===== src/source/bist_pkg.sv =====
`default_nettype none

package bist_pkg;

    ////////////////////
    // Datapath widths

    localparam int PAT_W = 16;  // LFSR, pattern, response, signature
    localparam int CNT_W = 16;  // Pattern count and applied count

    ////////////////////
    // Tap field layout

    // Field value 0 is an unused tap, value p taps LFSR bit p-1
    localparam int TAP_CNT   = 4;                    // Number of tap fields
    localparam int TAP_IDX_W = 5;                    // Bits per tap field
    localparam int TAPS_W    = TAP_CNT * TAP_IDX_W;  // Packed tap bus, field i at i*5

    ////////////////////
    // Signature register

    // Feedback mask, bits 15 14 12 3
    localparam logic [PAT_W-1:0] MISR_POLY = 16'hD008;

    ////////////////////
    // Controller states

    typedef enum logic [1:0] {
        ST_IDLE = 2'd0,  // Waiting for start
        ST_LOAD = 2'd1,  // Seed load, signature clear
        ST_RUN  = 2'd2,  // Apply patterns
        ST_DONE = 2'd3   // One-cycle completion
    } bist_state_e;

endpackage : bist_pkg

`default_nettype wire

===== src/source/lfsr_bist.sv =====
`timescale 1ns/1ps
`default_nettype none

module lfsr_bist (
    input  wire logic                       i_clk,
    input  wire logic                       i_rst_n,
    input  wire logic                       i_start,      // One-cycle start pulse
    input  wire logic [bist_pkg::PAT_W-1:0]  i_seed,       // LFSR seed, also period marker
    input  wire logic [bist_pkg::TAPS_W-1:0] i_taps,       // Packed tap fields
    input  wire logic [bist_pkg::CNT_W-1:0]  i_pat_count,  // Pattern limit
    input  wire logic [bist_pkg::PAT_W-1:0]  i_response,   // Same-cycle answer from the CUT
    output logic      [bist_pkg::PAT_W-1:0]  o_pattern,    // Stimulus to the CUT
    output logic                            o_pat_valid,
    output logic      [bist_pkg::PAT_W-1:0]  o_signature,  // Compacted responses
    output logic      [bist_pkg::CNT_W-1:0]  o_applied,
    output logic                            o_busy,
    output logic                            o_done,
    output logic                            o_wrapped
);

    logic w_lfsr_en;
    logic w_lfsr_load;
    logic w_misr_clr;
    logic w_misr_en;
    logic w_at_seed;

    ////////////////////
    // Sequencing

    bist_ctrl u_ctrl (
        .i_clk       (i_clk),
        .i_rst_n     (i_rst_n),
        .i_start     (i_start),
        .i_pat_count (i_pat_count),
        .i_at_seed   (w_at_seed),
        .o_lfsr_en   (w_lfsr_en),
        .o_lfsr_load (w_lfsr_load),
        .o_misr_clr  (w_misr_clr),
        .o_misr_en   (w_misr_en),
        .o_pat_valid (o_pat_valid),
        .o_busy      (o_busy),
        .o_done      (o_done),
        .o_wrapped   (o_wrapped),
        .o_applied   (o_applied)
    );

    ////////////////////
    // Pattern generator and compactor

    lfsr_fibonacci u_lfsr (
        .i_clk     (i_clk),
        .i_rst_n   (i_rst_n),
        .i_en      (w_lfsr_en),
        .i_load    (w_lfsr_load),
        .i_seed    (i_seed),
        .i_taps    (i_taps),
        .o_state   (o_pattern),  // Pattern straight out
        .o_at_seed (w_at_seed)
    );

    sig_misr u_misr (
        .i_clk   (i_clk),
        .i_rst_n (i_rst_n),
        .i_clr   (w_misr_clr),
        .i_en    (w_misr_en),
        .i_data  (i_response),
        .o_sig   (o_signature)
    );

endmodule : lfsr_bist

`default_nettype wire


===== src/source/bist_ctrl.sv =====
`timescale 1ns/1ps
`default_nettype none

module bist_ctrl (
    input  wire logic                      i_clk,
    input  wire logic                      i_rst_n,
    input  wire logic                      i_start,      // One-cycle start pulse
    input  wire logic [bist_pkg::CNT_W-1:0] i_pat_count,  // Patterns to apply
    input  wire logic                      i_at_seed,    // LFSR back at seed
    output logic                           o_lfsr_en,
    output logic                           o_lfsr_load,
    output logic                           o_misr_clr,
    output logic                           o_misr_en,
    output logic                           o_pat_valid,  // Pattern applied this cycle
    output logic                           o_busy,
    output logic                           o_done,       // One-cycle done pulse
    output logic                           o_wrapped,    // Ended by seed return
    output logic      [bist_pkg::CNT_W-1:0] o_applied     // Patterns applied
);

    bist_pkg::bist_state_e r_state;
    bist_pkg::bist_state_e w_state_nxt;

    logic [bist_pkg::CNT_W-1:0] r_cnt;
    logic                       r_wrapped;
    logic                       w_end_cnt;   // Count reached
    logic                       w_end_wrap;  // Period seen
    logic                       w_apply;

    ////////////////////
    // Run decision

    // Count check covers a zero count on the first RUN cycle
    assign w_end_cnt  = (r_cnt == i_pat_count);
    // Seed match ignored before the first shift
    assign w_end_wrap = (r_cnt != '0) && i_at_seed;
    assign w_apply    = (r_state == bist_pkg::ST_RUN) && !w_end_cnt && !w_end_wrap;

    ////////////////////
    // Next state

    always_comb begin
        w_state_nxt = r_state;
        case (r_state)
            bist_pkg::ST_IDLE: if (i_start) w_state_nxt = bist_pkg::ST_LOAD;
            bist_pkg::ST_LOAD: w_state_nxt = bist_pkg::ST_RUN;
            bist_pkg::ST_RUN:  if (!w_apply) w_state_nxt = bist_pkg::ST_DONE;
            bist_pkg::ST_DONE: w_state_nxt = bist_pkg::ST_IDLE;  // Single cycle
            default:           w_state_nxt = bist_pkg::ST_IDLE;
        endcase
    end

    always_ff @(posedge i_clk or posedge i_rst_n) begin
        if (i_rst_n) begin
            r_state <= bist_pkg::ST_IDLE;
        end else begin
            r_state <= w_state_nxt;  // Start while busy falls through
        end
    end

    ////////////////////
    // Counter and wrap flag

    always_ff @(posedge i_clk or posedge i_rst_n) begin
        if (i_rst_n) begin
            r_cnt     <= '0;
            r_wrapped <= 1'b0;
        end else if (r_state == bist_pkg::ST_LOAD) begin
            r_cnt     <= '0;     // New test
            r_wrapped <= 1'b0;
        end else if (w_apply) begin
            r_cnt <= r_cnt + bist_pkg::CNT_W'(1);
        end else if (r_state == bist_pkg::ST_RUN) begin
            r_wrapped <= w_end_wrap;  // Cause of the end, held after done
        end
    end

    ////////////////////
    // Outputs

    assign o_lfsr_load = (r_state == bist_pkg::ST_LOAD);
    assign o_misr_clr  = (r_state == bist_pkg::ST_LOAD);  // Clear alongside seed load
    assign o_lfsr_en   = w_apply;                         // Shift after each applied pattern
    assign o_misr_en   = w_apply;
    assign o_pat_valid = w_apply;
    assign o_busy      = (r_state != bist_pkg::ST_IDLE);
    assign o_done      = (r_state == bist_pkg::ST_DONE);
    assign o_wrapped   = r_wrapped;
    assign o_applied   = r_cnt;

endmodule : bist_ctrl

`default_nettype wire


===== src/source/sig_misr.sv =====
`timescale 1ns/1ps
`default_nettype none

module sig_misr (
    input  wire logic                      i_clk,
    input  wire logic                      i_rst_n,
    input  wire logic                      i_clr,   // Force zero, wins over enable
    input  wire logic                      i_en,    // Absorb i_data
    input  wire logic [bist_pkg::PAT_W-1:0] i_data,  // Circuit-under-test response
    output logic      [bist_pkg::PAT_W-1:0] o_sig    // Running signature
);

    logic [bist_pkg::PAT_W-1:0] r_sig;
    logic [bist_pkg::PAT_W-1:0] w_sig_nxt;
    logic                       w_fb;

    ////////////////////
    // Compaction step

    // Feedback from masked signature bits
    assign w_fb = ^(r_sig & bist_pkg::MISR_POLY);

    // Shift left with feedback, then fold in the response
    assign w_sig_nxt = {r_sig[bist_pkg::PAT_W-2:0], w_fb} ^ i_data;

    ////////////////////
    // Signature register

    always_ff @(posedge i_clk or posedge i_rst_n) begin
        if (i_rst_n) begin
            r_sig <= '0;
        end else if (i_clr) begin
            r_sig <= '0;         // Start of test
        end else if (i_en) begin
            r_sig <= w_sig_nxt;  // One response per applied pattern
        end
    end

    // Holds between runs, so software can read it after done
    assign o_sig = r_sig;

endmodule : sig_misr

`default_nettype wire


===== src/source/lfsr_fibonacci.sv =====
`timescale 1ns/1ps
`default_nettype none

module lfsr_fibonacci (
    input  wire logic                       i_clk,
    input  wire logic                       i_rst_n,
    input  wire logic                       i_en,     // Shift enable
    input  wire logic                       i_load,   // Seed load, wins over shift
    input  wire logic [bist_pkg::PAT_W-1:0]  i_seed,
    input  wire logic [bist_pkg::TAPS_W-1:0] i_taps,   // Packed tap fields
    output logic      [bist_pkg::PAT_W-1:0]  o_state,  // Current pattern
    output logic                            o_at_seed // Register equals seed
);

    logic [bist_pkg::PAT_W-1:0]     r_lfsr;
    logic [bist_pkg::PAT_W-1:0]     w_mask;     // Decoded tap mask
    logic [bist_pkg::TAP_IDX_W-1:0] w_field [bist_pkg::TAP_CNT];
    logic                           w_fb;       // Feedback bit

    ////////////////////
    // Tap decode

    always_comb begin
        for (int i = 0; i < bist_pkg::TAP_CNT; i++) begin
            w_field[i] = i_taps[i*bist_pkg::TAP_IDX_W +: bist_pkg::TAP_IDX_W];
        end
    end

    // Bit j tapped when any field holds j+1, zero never matches
    always_comb begin
        w_mask = '0;
        for (int j = 0; j < bist_pkg::PAT_W; j++) begin
            for (int i = 0; i < bist_pkg::TAP_CNT; i++) begin
                if (w_field[i] == bist_pkg::TAP_IDX_W'(j + 1)) begin
                    w_mask[j] = 1'b1;
                end
            end
        end
    end

    assign w_fb = ^(r_lfsr & w_mask);  // XOR of tapped bits

    ////////////////////
    // Shift register

    always_ff @(posedge i_clk or posedge i_rst_n) begin
        if (i_rst_n) begin
            r_lfsr <= '0;
        end else if (i_load) begin
            r_lfsr <= i_seed;  // Load first
        end else if (i_en) begin
            r_lfsr <= {r_lfsr[bist_pkg::PAT_W-2:0], w_fb};  // Shift left, feedback in
        end
    end

    assign o_state   = r_lfsr;
    assign o_at_seed = (r_lfsr == i_seed);  // Period marker

endmodule : lfsr_fibonacci

`default_nettype wire


===== config.mk =====
export PLATFORM = sky130hd
export DESIGN_NAME = lfsr_bist
export DESIGN_NICKNAME = d
export VERILOG_FILES = /design/src/source/bist_pkg.sv /design/src/source/lfsr_bist.sv /design/src/source/bist_ctrl.sv /design/src/source/sig_misr.sv /design/src/source/lfsr_fibonacci.sv
export SDC_FILE = /design/constraint.sdc
export NUM_CORES = 1
export LEC_CHECK = 0
export ABC_AREA = 1
export BUFFER_PORTS_ARGS = -buffer_cell sky130_fd_sc_hd__buf_2
export CORE_UTILIZATION = 45
export CTS_CLUSTER_DIAMETER = 200
export DETAILED_ROUTE_END_ITERATION = 6
export PLACE_DENSITY = 0.83
export SETUP_SLACK_MARGIN = 0.15
export SLEW_MARGIN = 30
export SYNTH_ARGS = -nofsm -noshare
export SYNTH_HDL_FRONTEND = slang
export SYNTH_SLANG_ARGS = --single-unit

===== constraint.sdc =====
create_clock -name i_clk -period 2.3 [get_ports i_clk]
set_input_delay 0.115 -clock i_clk [delete_from_list [all_inputs] [get_ports i_clk]]
set_output_delay 0.115 -clock i_clk [all_outputs]
set_load 0.005 [all_outputs]

==> results.toml <==
[status]
run_status = "finished, final reports clean"

[global_routing]
grt_pass1_vias = 4348
grt_max_degree = 28
grt_pass1_wl_um = 20400
globalRouteOverflowTotal = 0
grtUsageTotal = 0.257
antenna_found_initial = 0

[clocking]
clockBufferDepth = 2
clk_pin_slew_ns = 0.11
cts-htree-levels = 2
cts-root-buf = "clkbuf_8"
insertion_delay_ns = 0.32
cts_tree = "done"
clock_sinks = 51
numCtsBuffers = 5

[critical_path]
critPathLaunch = "u_lfsr.o_state[15]"
r2r-end = "u_lfsr.o_state[10]"
worstSetupStartpointType = "register"
r2r-start = "u_lfsr.o_state[15]"
r2r_cells = 9
critical-path-slowest-cell = "dfrtp_1"
crit_fanout = 7
worst_setup_path_end_kind = "output pin"
crit_family = "simple AND/OR/NAND/NOR gates"
crit_arrival_ns = 2.09
path_depth = 9
crit_chain = "xnor2_1, nand4_1, nor2_1, nand3_2, nand3_4, buf_8, buf_12, inv_1, buf_2"
required_ns = 2.18
slowest_delay_ns = 0.44
path_class = "register to output pin"
ff2ff_setup_slack_ns = 0.22
critPathBufInv = 4
endpoint = "o_pat_valid"

[die]
io_pins = 123
initial_core_util = 0.465
design.core.area_um2 = 9240
num_rows = 35
die_h_um = 99.7
die_area_um2 = 9930
fp.dieW_um = 99.7

[logic_synthesis]
synthCells = 680
yosysSeqAreaShare = 0.297
syn_area_um2 = 4290
synth_largest_area_cell = "dfrtp_1"
syn_avg_cell_area_um2 = 6.31
synth_common_cells = "222 x nand2_1, 93 x nor2_1, 64 x nand3_1"
yosysMostFrequentCell = "nand2_1"
ys.flop_type = "dfrtp_1"
synthDistinctLibCells = 30
syn_nets = 758
synth.area.top_cells = "dfrtp_1 30%, nand2_1 19%, xnor2_1 8.2%, nor2_1 8.1%, nand3_1 7.5%"
synth_top_area_frac = 0.297
yosysWarnings = 0
ys_async_sr_fraction = 1.00
synth_edf_count = 0
ys_ff_latch = 51

[cells_and_area]
final_cells = 969
finish.net_count = 917
areaGrowthSynthToFinish_pct = 28.4
antenna_cells = 0
final_core_util = 0.596
drive_above_1_share = 0.237
fillerInstances = 889

[flow_run]
max-cap-violations = 0

[place]
post-dp-hpwl_um = 10000
dp_cells = 945
numPortBuffers = 122
routabilityCongestion = 0.975

[worst_hold_path]
min_from = "i_seed[4]"
min_path_cells = 3
holdCritPathClass = "input port to register"

[timing]
final_max_slew_viol_count = 0
slew_headroom = 0.675
worst_pin_slew_ns = 0.488
final_hold_viol_count = 0
post-route-period-util = 0.958
rsz0062_at_grt = "true"
fmax_mhz = 454
fin_skew_ns = 0.0106
setup_viol_count_final = 0
min_period_ns = 2.20

[drt]
first_pass_iters = 4
vias_per_cell = 5.06
routed_wl_um = 13100
drt_iter0_markers = 201
drc = 0
routedWlPerCell_um = 13.5
drtAntennaViolNets = 0
vias = 4901

[pwr]
power_density_nw_per_um2 = 859
leakage_nw = 2.85
ir_drop_mv = 0.428
## routing by layer
| metal | vias up | global-route usage | wire [µm] |
|---|---|---|---|
| met5 | - | 0 | 0 |
| met1 | 2202 | 0.330 | 5630 |
| met4 | 0 | 0.0713 | 286 |
| li1 | 2499 | - | - |
| met3 | 20 | 0.0288 | 750 |
| met2 | 180 | 0.454 | 6460 |
## final cells by class
class | instances | area (µm²) | share of cell area
Timing Repair Buffer | 164 | 970 | 0.176
Tap cell | 129 | 161 | 0.0293
Clock buffer | 5 | 68.8 | 0.0125
Sequential cell | 51 | 1280 | 0.232
Multi-Input combinational cell | 549 | 2750 | 0.499
Inverter | 68 | 255 | 0.0463
Clock inverter | 3 | 28.8 | 0.00522
## metrics by stage
stage	TNS (ns)	cell area [µm²]	setup WS (ns)	hold slack (ns)	power, mW
after floorplan	0	4290	0.545	0.263	2.93
after global placement	0	5190	0.0121	0.0944	3.72
after detailed placement	-1.83	5190	-0.148	0.105	3.77
after CTS	0	5320	0.00372	0.0453	4.39
after global routing	0	5510	0.00839	0.0627	5.08
final	0	5510	0.0968	0.0491	4.73
## how the worst min path moves through the flow
| stage | to | slack, ns |
|---|---|---|
| 6_report | u_lfsr.o_state[4] | 0.05 |
| 5_1_grt | u_lfsr.o_state[11] | 0.06 |
| 4_1_cts | u_lfsr.o_state[4] | 0.05 |
| 3_5_place_dp | u_misr.o_sig[9] | 0.10 |
| 3_3_place_gp | u_misr.o_sig[10] | 0.09 |
| 2_1_floorplan | u_lfsr.o_state[10] | 0.26 |
## report_power, final
| part | internal, mW | switching (mW) | total, mW |
|---|---|---|---|
| registers | 1.17 | 0.314 | 1.48 |
| clock network | 0.227 | 0.356 | 0.582 |
| logic | 1.17 | 1.50 | 2.67 |
## registers in the layout, summed over array words and instances (netlist names)
register,flops
u_ctrl.o_applied,16
u_ctrl.o_wrapped,1
u_ctrl.r_state,2
u_lfsr.o_state,16
u_misr.o_sig,16
## logic make-up after synthesis
kind of cell               Yosys count  synth area share
xor gates and xnor gates            51             0.104
buffers and inverters               81            0.0778
AOI/OAI and AO/OA                   67            0.0874
and+or+nand+nor                    423             0.413
DFF                                 51             0.297
adders and majority gates            7            0.0204
## cells in the final DEF, fill, tap and decap left out, types with 2 or more instances in the layout
| cell | Yosys | final |
|---|---|---|
| nand4_1 | 13 | 13 |
| clkinv_4 | 0 | 2 |
| nand2_2 | 2 | 3 |
| o21ai_0 | 26 | 25 |
| nor3_2 | 0 | 3 |
| clkbuf_8 | 0 | 5 |
| o211ai_1 | 15 | 15 |
| dfrtp_1 | 51 | 49 |
| or2_1 | 5 | 5 |
| nand2_1 | 222 | 221 |
| nor2_4 | 0 | 2 |
| nor3_1 | 16 | 13 |
| a21oi_1 | 3 | 3 |
| xor2_1 | 11 | 11 |
| buf_2 | 6 | 122 |
| nand3_1 | 64 | 63 |
| nor2_1 | 93 | 93 |
| ha_1 | 7 | 7 |
| o21ai_1 | 22 | 22 |
| xnor2_2 | 0 | 2 |
| xnor2_1 | 40 | 38 |
| buf_4 | 2 | 37 |
| dfrtp_2 | 0 | 2 |
| inv_2 | 10 | 11 |
| inv_1 | 58 | 57 |
## worst register-to-register path, stage by stage, from the launching register on
cell and delay (ns):
dfrtp_1 0.44, xnor2_1 0.31, nand4_1 0.16, nor2_1 0.16
nand3_2 0.12, nand3_4 0.13, buf_8 0.13, nand2_2 0.15
buf_4 0.22, o211ai_1 0.18
## repair_timing
item,CTS,global route
hold buffers,1,0
gates resized for setup,5,15
gates cloned,0,2
setup endpoints to repair,35,39
endpoints found under the hold margin,14,0
setup buffers,0,13
pin swaps,1,8
(Power assumes the default switching activity.)
